<file path="config.mk">
export PLATFORM = sky130hd
export DESIGN_NAME = bus_hub
export DESIGN_NICKNAME = d
export VERILOG_FILES = /design/src/bus_hub_pkg.sv /design/src/cpu_access_if.sv /design/src/io_ports.sv /design/src/sdram_bridge.sv /design/src/cpu_bus_ctrl.sv /design/src/bus_hub.sv
export SDC_FILE = /design/constraint.sdc
export NUM_CORES = 1
export LEC_CHECK = 0
export BUFFER_PORTS_ARGS = -buffer_cell sky130_fd_sc_hd__buf_4
export CAP_MARGIN = 5
export CORE_ASPECT_RATIO = 1.4
export CORE_UTILIZATION = 50
export DETAILED_ROUTE_END_ITERATION = 8
export GPL_TIMING_DRIVEN = 0
export PLACE_DENSITY = 0.82
export SLEW_MARGIN = 20
export SYNTH_ARGS = -nofsm -noshare
export SYNTH_HDL_FRONTEND = slang
export SYNTH_SLANG_ARGS = --single-unit
</file>
<file path="constraint.sdc">
create_clock -name clk_sys -period 3.9 [get_ports clk_sys]
set_input_delay 0.39 -clock clk_sys [delete_from_list [all_inputs] [get_ports clk_sys]]
set_output_delay 0.39 -clock clk_sys [all_outputs]
set_load 0.1 [all_outputs]
</file>
<file path="src/bus_hub_pkg.sv">
// Shared memory map, I/O map and enum types for the CPU bus hub, imported by the RTL blocks

package bus_hub_pkg;

    // ==============================
    // Enums
    // ==============================

    // Memory region that a CPU address falls in
    typedef enum logic [1:0] {
        REG_ROM  = 2'd0,
        REG_BANK = 2'd1,
        REG_RAM  = 2'd2,
        REG_NONE = 2'd3
    } region_t;

    // SDRAM bridge FSM states
    typedef enum logic [1:0] {
        BR_IDLE = 2'd0,
        BR_REQ  = 2'd1,
        BR_WAIT = 2'd2,
        BR_DONE = 2'd3
    } bridge_state_t;

    // ==============================
    // Memory map
    // ==============================

    localparam logic [19:0] ROM_LIMIT     = 20'h80000;     // Linear ROM, read only
    localparam logic [19:0] BANK_BASE     = 20'hA0000;
    localparam logic [19:0] BANK_LIMIT    = 20'hBFFFF;     // Last address of the bank window
    localparam logic [24:0] BANK_SDR_BASE = 25'h0100000;   // 128 KB per bank above this

    // Work RAM is the only writable region
    localparam logic [19:0] RAM_BASE      = 20'hE0000;
    localparam logic [19:0] RAM_LIMIT     = 20'hEFFFF;
    localparam logic [24:0] RAM_SDR_BASE  = 25'h0400000;

    // ==============================
    // I/O map
    // ==============================

    localparam logic [7:0] IO_INPUTS = 8'h00;  // Player 1 and 2
    localparam logic [7:0] IO_FLAGS  = 8'h02;  // DIP high byte, coin, start; write loads sys_flags
    localparam logic [7:0] IO_DIPS   = 8'h04;
    localparam logic [7:0] IO_DEBUG  = 8'h06;
    localparam logic [7:0] IO_BANK   = 8'h20;  // ROM bank select, write only

    // Unmapped reads float high
    localparam logic [15:0] OPEN_BUS = 16'hFFFF;

endpackage

</file>
<file path="src/cpu_access_if.sv">
// Start/done access channel from the bus controller to one target block (I/O or memory)

`timescale 1ns/100ps

interface cpu_access_if;

    logic        valid;     // One-cycle start pulse
    logic        write;
    logic [19:0] addr;      // Word aligned; I/O uses bits 7:0
    logic [15:0] wdata;     // Odd bytes already on the upper lane
    logic [1:0]  be;

    logic        done;      // One pulse per valid
    logic [15:0] rdata;     // Valid while done is high

    modport ctrl (
        output valid,
        output write,
        output addr,
        output wdata,
        output be,
        input  done,
        input  rdata
    );

    modport target (
        input  valid,
        input  write,
        input  addr,
        input  wdata,
        input  be,
        output done,
        output rdata
    );

endinterface

</file>
<file path="src/io_ports.sv">
// I/O port block of the bus hub: input and DIP reads, flag and bank registers, debug latch

`timescale 1ns/100ps

module io_ports (
    input  logic        clk_sys,
    input  logic        reset_n,

    cpu_access_if.target bus,

    input  logic [7:0]  p1_input,       // Active high
    input  logic [7:0]  p2_input,
    input  logic [1:0]  coin,
    input  logic [1:0]  start_buttons,
    input  logic [23:0] dip_sw,

    input  logic        dbg_io_write,
    input  logic [7:0]  dbg_io_data,
    output logic        dbg_io_wait,

    output logic [7:0]  sys_flags,
    output logic [3:0]  bank_select
);

    import bus_hub_pkg::*;

    logic [7:0]  dbg_latch;
    logic [7:0]  port;
    logic [15:0] read_word;
    logic        rd_strobe;
    logic        wr_strobe;

    assign port      = bus.addr[7:0];
    assign rd_strobe = bus.valid & ~bus.write;
    assign wr_strobe = bus.valid & bus.write & bus.be[0];   // Registers live in the low byte

    // Board inputs are active low on the real bus
    always_comb begin
        case (port)
            IO_INPUTS: read_word = {~p2_input, ~p1_input};
            IO_FLAGS:  read_word = {~dip_sw[23:16], 4'hF, ~coin, ~start_buttons};
            IO_DIPS:   read_word = ~dip_sw[15:0];
            IO_DEBUG:  read_word = {dbg_latch, dbg_latch};
            default:   read_word = OPEN_BUS;
        endcase
    end

    // ==============================
    // Response, one cycle after valid
    // ==============================

    always_ff @(posedge clk_sys or negedge reset_n) begin
        if (!reset_n) begin
            bus.done <= 1'b0;
        end else begin
            bus.done <= bus.valid;
        end
    end

    always_ff @(posedge clk_sys) begin
        if (bus.valid) bus.rdata <= read_word;
    end

    // ==============================
    // Writable registers
    // ==============================

    always_ff @(posedge clk_sys or negedge reset_n) begin
        if (!reset_n) begin
            sys_flags   <= 8'h00;
            bank_select <= 4'h0;
        end else if (wr_strobe) begin
            if (port == IO_FLAGS) sys_flags <= bus.wdata[7:0];
            if (port == IO_BANK) bank_select <= bus.wdata[3:0];
        end
    end

    // Debug latch: host write sets wait, CPU read of the port releases it
    always_ff @(posedge clk_sys or negedge reset_n) begin
        if (!reset_n) begin
            dbg_io_wait <= 1'b0;
            dbg_latch   <= 8'hFF;
        end else begin
            if (rd_strobe && port == IO_DEBUG) dbg_io_wait <= 1'b0;
            if (dbg_io_write) begin         // Host write wins over a same-cycle read
                dbg_io_wait <= 1'b1;
                dbg_latch   <= dbg_io_data;
            end
        end
    end

endmodule

</file>
<file path="src/sdram_bridge.sv">
// Memory side of the bus hub: map decode, SDRAM address translation and one-at-a-time requests

`timescale 1ns/100ps

module sdram_bridge (
    input  logic        clk_sys,
    input  logic        reset_n,

    cpu_access_if.target bus,

    input  logic [3:0]  bank_select,

    output logic [24:0] sdr_addr,
    output logic [15:0] sdr_din,
    output logic [1:0]  sdr_wr_sel,     // Zero means read
    output logic        sdr_req_valid,
    input  logic        sdr_req_ready,
    input  logic        sdr_rsp_valid,
    input  logic [15:0] sdr_dout
);

    import bus_hub_pkg::*;

    bridge_state_t state;
    region_t       region;
    logic [24:0]   region_addr;
    logic [19:0]   bank_off;
    logic [19:0]   ram_off;

    assign bank_off = bus.addr - BANK_BASE;
    assign ram_off  = bus.addr - RAM_BASE;

    // ==============================
    // Address decode
    // ==============================

    always_comb begin
        if (bus.addr < ROM_LIMIT) begin
            region      = REG_ROM;
            region_addr = {5'd0, bus.addr};
        end else if (bus.addr >= BANK_BASE && bus.addr <= BANK_LIMIT) begin
            region      = REG_BANK;
            region_addr = BANK_SDR_BASE + {4'd0, bank_select, 17'd0} + {5'd0, bank_off};
        end else if (bus.addr >= RAM_BASE && bus.addr <= RAM_LIMIT) begin
            region      = REG_RAM;
            region_addr = RAM_SDR_BASE + {5'd0, ram_off};
        end else begin
            region      = REG_NONE;
            region_addr = 25'd0;
        end
    end

    // ==============================
    // Request FSM
    // ==============================

    assign sdr_req_valid = (state == BR_REQ);
    assign bus.done      = (state == BR_DONE);

    always_ff @(posedge clk_sys or negedge reset_n) begin
        if (!reset_n) begin
            state <= BR_IDLE;
        end else begin
            case (state)
                BR_IDLE: if (bus.valid) state <= (region == REG_NONE) ? BR_DONE : BR_REQ;
                BR_REQ: begin
                    if (sdr_req_ready) state <= sdr_rsp_valid ? BR_DONE : BR_WAIT;
                end
                BR_WAIT: if (sdr_rsp_valid) state <= BR_DONE;
                default: state <= BR_IDLE;   // BR_DONE lasts one cycle
            endcase
        end
    end

    // Payload is held from the start pulse until the SDRAM accepts it
    always_ff @(posedge clk_sys) begin
        if (state == BR_IDLE && bus.valid) begin
            sdr_addr   <= region_addr;
            sdr_din    <= bus.wdata;
            sdr_wr_sel <= (region == REG_RAM && bus.write) ? bus.be : 2'b00;
        end
    end

    // Read data, or open bus for an unmapped access
    always_ff @(posedge clk_sys) begin
        if (state == BR_IDLE && bus.valid) begin
            bus.rdata <= OPEN_BUS;
        end else if ((state == BR_WAIT || (state == BR_REQ && sdr_req_ready)) && sdr_rsp_valid) begin
            bus.rdata <= sdr_dout;
        end
    end

endmodule

</file>
<file path="src/cpu_bus_ctrl.sv">
// CPU side of the bus hub: accepts one request, dispatches it to I/O or memory, returns the result

`timescale 1ns/100ps

module cpu_bus_ctrl (
    input  logic        clk_sys,
    input  logic        reset_n,

    input  logic        cpu_req_valid,
    output logic        cpu_req_ready,
    input  logic        cpu_req_io,
    input  logic        cpu_req_write,
    input  logic [19:0] cpu_addr,
    input  logic [15:0] cpu_wdata,
    input  logic [1:0]  cpu_be,
    output logic        cpu_rsp_valid,
    output logic [15:0] cpu_rdata,

    cpu_access_if.ctrl  io_bus,
    cpu_access_if.ctrl  mem_bus
);

    logic        busy;
    logic        odd;           // Byte offset of the access in flight
    logic        io_valid;
    logic        mem_valid;
    logic        write_q;
    logic [19:0] addr_q;
    logic [15:0] wdata_q;
    logic [1:0]  be_q;
    logic        accept;
    logic [15:0] rsp_word;

    assign accept        = cpu_req_valid & ~busy;
    assign cpu_req_ready = ~busy;

    always_ff @(posedge clk_sys or negedge reset_n) begin
        if (!reset_n) begin
            busy      <= 1'b0;
            odd       <= 1'b0;
            io_valid  <= 1'b0;
            mem_valid <= 1'b0;
        end else begin
            io_valid  <= 1'b0;
            mem_valid <= 1'b0;
            if (accept) begin
                busy      <= 1'b1;
                odd       <= cpu_addr[0];
                io_valid  <= cpu_req_io;
                mem_valid <= ~cpu_req_io;
            end else if (cpu_rsp_valid) begin
                busy <= 1'b0;
            end
        end
    end

    // Align the address and move an odd byte onto the upper lane
    always_ff @(posedge clk_sys) begin
        if (accept) begin
            write_q <= cpu_req_write;
            addr_q  <= {cpu_addr[19:1], 1'b0};
            wdata_q <= cpu_addr[0] ? {cpu_wdata[7:0], 8'h00} : cpu_wdata;
            be_q    <= cpu_addr[0] ? {cpu_be[0], 1'b0} : cpu_be;
        end
    end

    assign io_bus.valid  = io_valid;
    assign io_bus.write  = write_q;
    assign io_bus.addr   = addr_q;
    assign io_bus.wdata  = wdata_q;
    assign io_bus.be     = be_q;

    assign mem_bus.valid = mem_valid;
    assign mem_bus.write = write_q;
    assign mem_bus.addr  = addr_q;
    assign mem_bus.wdata = wdata_q;
    assign mem_bus.be    = be_q;

    // Only one target can be done at a time
    assign cpu_rsp_valid = io_bus.done | mem_bus.done;
    assign rsp_word      = io_bus.done ? io_bus.rdata : mem_bus.rdata;
    assign cpu_rdata     = odd ? {8'h00, rsp_word[15:8]} : rsp_word;

endmodule

</file>
<file path="src/bus_hub.sv">
// Top level of the CPU bus hub, joining the bus controller, I/O ports and SDRAM bridge

`timescale 1ns/100ps

module bus_hub (
    input  logic        clk_sys,
    input  logic        reset_n,

    // CPU request and response
    input  logic        cpu_req_valid,
    output logic        cpu_req_ready,
    input  logic        cpu_req_io,
    input  logic        cpu_req_write,
    input  logic [19:0] cpu_addr,
    input  logic [15:0] cpu_wdata,
    input  logic [1:0]  cpu_be,
    output logic        cpu_rsp_valid,
    output logic [15:0] cpu_rdata,

    // Board inputs
    input  logic [7:0]  p1_input,
    input  logic [7:0]  p2_input,
    input  logic [1:0]  coin,
    input  logic [1:0]  start_buttons,
    input  logic [23:0] dip_sw,

    input  logic        dbg_io_write,
    input  logic [7:0]  dbg_io_data,
    output logic        dbg_io_wait,

    output logic [7:0]  sys_flags,
    output logic [3:0]  bank_select,

    // SDRAM port
    output logic [24:0] sdr_addr,
    output logic [15:0] sdr_din,
    output logic [1:0]  sdr_wr_sel,
    output logic        sdr_req_valid,
    input  logic        sdr_req_ready,
    input  logic        sdr_rsp_valid,
    input  logic [15:0] sdr_dout
);

    cpu_access_if io_bus ();
    cpu_access_if mem_bus ();

    cpu_bus_ctrl u_ctrl (
        .clk_sys       (clk_sys),
        .reset_n       (reset_n),
        .cpu_req_valid (cpu_req_valid),
        .cpu_req_ready (cpu_req_ready),
        .cpu_req_io    (cpu_req_io),
        .cpu_req_write (cpu_req_write),
        .cpu_addr      (cpu_addr),
        .cpu_wdata     (cpu_wdata),
        .cpu_be        (cpu_be),
        .cpu_rsp_valid (cpu_rsp_valid),
        .cpu_rdata     (cpu_rdata),
        .io_bus        (io_bus.ctrl),
        .mem_bus       (mem_bus.ctrl)
    );

    io_ports u_io (
        .clk_sys       (clk_sys),
        .reset_n       (reset_n),
        .bus           (io_bus.target),
        .p1_input      (p1_input),
        .p2_input      (p2_input),
        .coin          (coin),
        .start_buttons (start_buttons),
        .dip_sw        (dip_sw),
        .dbg_io_write  (dbg_io_write),
        .dbg_io_data   (dbg_io_data),
        .dbg_io_wait   (dbg_io_wait),
        .sys_flags     (sys_flags),
        .bank_select   (bank_select)
    );

    sdram_bridge u_mem (
        .clk_sys       (clk_sys),
        .reset_n       (reset_n),
        .bus           (mem_bus.target),
        .bank_select   (bank_select),       // Bank register feeds the ROM window
        .sdr_addr      (sdr_addr),
        .sdr_din       (sdr_din),
        .sdr_wr_sel    (sdr_wr_sel),
        .sdr_req_valid (sdr_req_valid),
        .sdr_req_ready (sdr_req_ready),
        .sdr_rsp_valid (sdr_rsp_valid),
        .sdr_dout      (sdr_dout)
    );

endmodule

</file>
==> impl_metrics.yaml, run 1 <==
status:
  outcome: "complete, no violations"
global_routing:
  grt_overflow_total: 0
  grt_pass1_wl_mm: 23.1
  grt_start_max_net_pins: 29
  track_usage_pct: 25.0
  grt_pass1_vias: 4703
  antenna_found_initial: 0
sta:
  drv_slew: 0
  hold_viol_final: 0
  finClkSkew_ps: 11.6
  rsz0062_at_grt: "no"
  fin_crit_sh_pct: 74.0
  setup_tns_ps: 0
  relSlewSlack_pct: 52.2
  worst_pin_slew_ps: 717
  fin_crit_ps: 2890
  setup_violations: 0
  clock.fmax_ghz: 0.346
setup_path:
  worst_ep_arrival_time_ps: 2500
  crit_path_max_incr_delay_ps: 580
  start_kind: "flip-flop"
  crit_slowest_cell: "mux4_2"
  crit_buf_inv: 3
  path_cells: "clkbuf_1 > clkbuf_1 > mux4_2 > buf_4"
  endpoint_kind: "output port"
  crit_type: "reg -> out"
  worstSetupStartpoint: "u_ctrl.odd"
  r2r-start: "u_ctrl.io_bus.addr[7]"
  cpLargestDelayFamily: "buffers and inverters"
  required_ps: 3510
  crit_fanout: 10
  crit_path_frequent_cell: "clkbuf_1"
final_layout:
  finalNonFillerCells: 838
  drive_gt1_share_pct: 39.2
  fin_util_pct: 70.0
  nets: 803
  area_delta_synth_final_pct: 36.4
  antenna_cells: 0
synthesis:
  synth.most_common_cell: "edfxtp_1"
  synth_top_area_share_pct: 46.5
  synthCells: 470
  seq_area_frac_synth_pct: 63.5
  synth_area_um2: 6070
  synth_edf_count: 94
  synth_cell_types: 52
  synth_common_cells: "edfxtp_1, nand2_1, inv_1"
  synth_area_leader_cell: "edfxtp_1"
  ys_ff_latch: 138
  async_flop_share_pct: 20.3
  ys.flop_type: "edfxtp_1"
  yosysWarnings: 0
  avgSynthCellArea_um2: 12.9
  synth.area.top_cells: "edfxtp_1, dfrtp_1, dfxtp_1"
drt:
  dr_total_vias: 4505
  wl_mm: 14.8
  wl_per_cell_um: 17.7
  avgViaCountPerCell: 5.38
  drcViolationCount: 0
  dr.pass1.iters: 5
  first_iter_violations: 266
  ant_nets: 0
hold_path:
  min_path_type: "in -> reg"
  hp-start: "cpu_req_io"
power:
  power.density_nw_per_um2: 717
  p_leak_nw: 3.46
  peakVddDrop_uv: 458
cts:
  cts.clk_slew.worst_paths_ps: 60
  ctsHoldBuffers: 1
  cts-root-buf: "clkbuf_16"
  cts_buffers: 17
  htreeDepth: 4
  cts_tree: "built"
  cts_sinks: 138
  cts_resized: 0
  clock_latency_ps: 420
  clock_path_buffers: 2
  post_cts_buffers: 0
die:
  placementRows: 47
  coreArea_um2: 11800
  fp.dieW_um: 95.1
  die_h_um: 132
  dieArea_um2: 12600
  start_util_pct: 51.3
  pin_count: 189
job:
  maxCapViolations: 0
place:
  routabilityCongestion: 0.955
  io_buffer_count: 184
  dp_hpwl_mm: 11.4
  dp_cells: 805
## through the flow
step | hold slack, ps | total power [mW] | cell area [um^2] | setup slack, ps
detailed placement | 355 | 4.41 | 7690 | 1310
floorplan | 94.4 | 3.84 | 6070 | 1100
global placement | 349 | 4.33 | 7640 | 176
global route | 124 | 6.16 | 8280 | 850
CTS | 124 | 5.96 | 8280 | 964
finish | 140 | 5.93 | 8280 | 1010
## cells by family after synthesis
kind of cell | after synthesis | share of synthesized area (%)
multiplexers | 41 | 8.91
flip-flops | 138 | 63.5
other | 1 | 0.0618
AND/OR/NAND/NOR | 159 | 13.6
AO/OA/AOI/OAI | 66 | 7.59
adder cells (fa/ha/maj) | 11 | 2.39
XOR/XNOR | 3 | 0.433
buffers and inverters | 51 | 3.51
## state kept, by name (all words and copies together) (netlist names), 2 cells and up
register / count
u_ctrl.io_bus.addr: 19
u_mem.state: 2
u_ctrl.io_bus.wdata: 16
u_io.bus.rdata: 16
u_mem.bus.rdata: 16
u_ctrl.io_bus.be: 2
u_io.bank_select: 4
u_mem.sdr_wr_sel: 2
u_mem.sdr_addr: 22
u_mem.sdr_din: 16
u_io.sys_flags: 8
u_io.dbg_latch: 8
## placed cells by master (no fill, tap or decap), types with 3 or more instances in the layout
cell	instances
inv_6	5
mux2i_1	9
o21ai_0	19
conb_1	3
a21o_1	3
nor2_1	18
o2111ai_1	9
ha_1	10
dfstp_2	8
edfxtp_1	94
xnor2_1	3
nand3_1	16
a21oi_1	6
mux2_2	24
o221ai_1	5
nand2_1	52
buf_4	187
clkbuf_16	17
nor2b_1	16
nor3_1	8
nor4_1	3
clkbuf_1	18
clkinv_2	3
mux4_2	8
nand2b_1	15
a31oi_1	3
inv_1	26
or4_1	3
and2_1	16
clkinv_4	3
dfxtp_1	16
a21boi_0	8
dfrtp_1	20
## routing by layer
metal  routed length, um  vias to the layer above  GRT usage [%]  share of wire, %
met2                8010                      197           44.5                54
met5                   0                        -              0                 0
met1                5340                     2148           26.7                36
met3                1000                       30           7.38               6.8
met4                 463                        0           10.7               3.1
li1                    -                     2130              -                 -
## power breakdown
group          switching [mW]  internal, mW  total, mW
clock network           0.632         0.906       1.54
logic                    1.74         0.636       2.37
registers               0.154          1.87       2.02
total                    2.52          3.41       5.93
## area by class of cell
| class | count | area [um^2] |
|---|---|---|
| clock buffers | 18 | 439 |
| well taps | 147 | 184 |
| fillers | 839 | 3540 |
| flip-flops and latches | 138 | 3850 |
| repair buffers | 187 | 1440 |
| clock inverters | 14 | 134 |
| inverters | 27 | 101 |
| multi-input cells | 283 | 2010 |
| plain buffers | 24 | 111 |
## worst paths after layout
path                                   endpoint  slack [ps]  cells after the start
setup / recovery                   cpu_rdata[7]        1010                      4
hold / removal             u_ctrl.mem_bus.valid         140                      2
setup reg to reg              u_io.sys_flags[7]        1310                      5
hold reg to reg               u_mem.sdr_din[13]         420                      0
max in group asynchronous     u_io.dbg_latch[4]        3100                      2
min in group asynchronous        u_mem.state[1]         450                      2
Power figures use the tool's default switching activity.
==> run 2: changes to the inputs <==
==> constraint.sdc (replaced) <==
create_clock -name clk_sys -period 2.7 [get_ports clk_sys]
set_input_delay 0.27 -clock clk_sys [delete_from_list [all_inputs] [get_ports clk_sys]]
set_output_delay 0.27 -clock clk_sys [all_outputs]
set_load 0.1 [all_outputs]
==> impl_metrics.yaml, run 2 (synthesis results as in run 1) <==
power:
  peakVddDrop_uv: 744
  p_leak_nw: 3.45
  fin_total_pwr_mw: 8.58
  power.density_nw_per_um2: 1040
job:
  maxCapViolations: 0
die:
  pin_count: 189
  die_h_um: 132
  start_util_pct: 51.3
  placementRows: 47
  fp.dieW_um: 95.1
  coreArea_um2: 11800
  dieArea_um2: 12600
cts:
  post_cts_buffers: 0
  clock_path_buffers: 2
  htreeDepth: 4
  cts.clk_slew.worst_paths_ps: 60
  cts-root-buf: "clkbuf_16"
  cts_buffers: 17
  cts_sinks: 138
  clock_latency_ps: 420
  cts_tree: "built"
sta:
  fin_crit_sh_pct: 95.2
  drv_slew: 0
  setup_violations: 0
  hold_viol_final: 0
  relSlewSlack_pct: 50.2
  finClkSkew_ps: 8.16
  rsz0062_at_grt: "no"
  fin_crit_ps: 2570
  clock.fmax_ghz: 0.389
  setup_tns_ps: 0
  hold_slack_ps: 17.6
  fin_ws_ps: 130
  worst_pin_slew_ps: 748
place:
  dp_cells: 805
  dp_hpwl_mm: 11.4
  placed_area_um2: 7690
  dpl_worst_slack_ps: 108
  io_buffer_count: 184
  routabilityCongestion: 0.951
setup_path:
  required_ps: 2990
  crit_type: "reg -> reg"
  endpoint_kind: "flip-flop"
  path_cells: "or4_1 > buf_2 > or4_4 > o31ai_2 > buf_6 > and2_1"
  crit_fanout: 10
  worst_ep_arrival_time_ps: 2860
  reg2reg_setup_slack_ps: 130
  crit_path_max_incr_delay_ps: 530
  start_kind: "flip-flop"
  crit_slowest_cell: "or4_1"
final_layout:
  area_delta_synth_final_pct: 36.6
  antenna_cells: 0
  layout_common_cells: "buf_4, edfxtp_1, nand2_1"
  reg_top3: "u_mem.sdr_addr x22, u_ctrl.io_bus.addr x19"
  regMostFlops: "u_mem.sdr_addr"
  finalNonFillerCells: 837
  nets: 802
  drive_gt1_share_pct: 39.6
  largest_register_ffs: 22
  fin_util_pct: 70.1
  final_common_cell: "buf_4"
  fin_area_um2: 8290
global_routing:
  track_usage_pct: 25.0
  grt_overflow_total: 0
  antenna_found_initial: 0
  grt_pass1_vias: 4626
  grt_start_max_net_pins: 29
  grt_pass1_wl_mm: 23.2
drt:
  ant_nets: 0
  first_iter_violations: 260
  drcViolationCount: 0
  wl_per_cell_um: 17.8
  dr_total_vias: 4448
  dr.pass1.iters: 5
  wl_mm: 14.9
  avgViaCountPerCell: 5.31
status:
  outcome: "complete, no violations"
hold_path:
  min_path_type: "in -> reg"
==> run 2: timing repair <==
action,4_1_cts,5_1_grt
gates resized for setup,0,4
hold buffers,1,0
setup endpoints to repair,1,9
endpoints found under the hold margin,20,0
==> run 2: critical path, delay by kind of cell, from the launching register on <==
family | cells | cell delay (ps)
and+or+nand+nor | 3 | 1170
DFF | 1 | 510
AOI/OAI and AO/OA | 1 | 390
buffers and inverters | 2 | 360
==> run 2: power by group <==
part	switching (mW)	leakage, nW	internal [mW]
logic	2.46	1.84	0.918
clock network	0.958	0.270	1.30
registers	0.251	1.34	2.70
==> run 2: cell type report <==
cell class | instances | area [um^2]
inverters | 27 | 101
clock inverters | 15 | 159
flip-flops and latches | 138 | 3850
multi-input cells | 283 | 2010
clock buffers | 17 | 425
well taps | 147 | 184
repair buffers | 187 | 1440
plain buffers | 23 | 110
fillers | 851 | 3530
==> run 2: path summary, 6_finish.rpt <==
check / startpoint / cells past startpoint / to
min in group asynchronous: reset_n / 2 / u_io.sys_flags[2]
worst max-delay path: u_ctrl.io_bus.addr[2] / 6 / u_mem.sdr_addr[9]
worst min register to register: u_ctrl.io_bus.wdata[9] / 0 / u_mem.sdr_din[9]
worst min-delay path: cpu_req_io / 2 / u_ctrl.mem_bus.valid
worst max register to register: u_ctrl.io_bus.addr[2] / 6 / u_mem.sdr_addr[9]
max in group asynchronous: reset_n / 2 / u_io.dbg_latch[0]
==> run 2: layer usage <==
metal	vias to the layer above	track usage, %	wire length, um
met5	-	0	0
met4	0	13.3	523
met3	33	6.57	836
met2	155	43.5	8070
met1	2138	27.2	5460
li1	2122	-	-
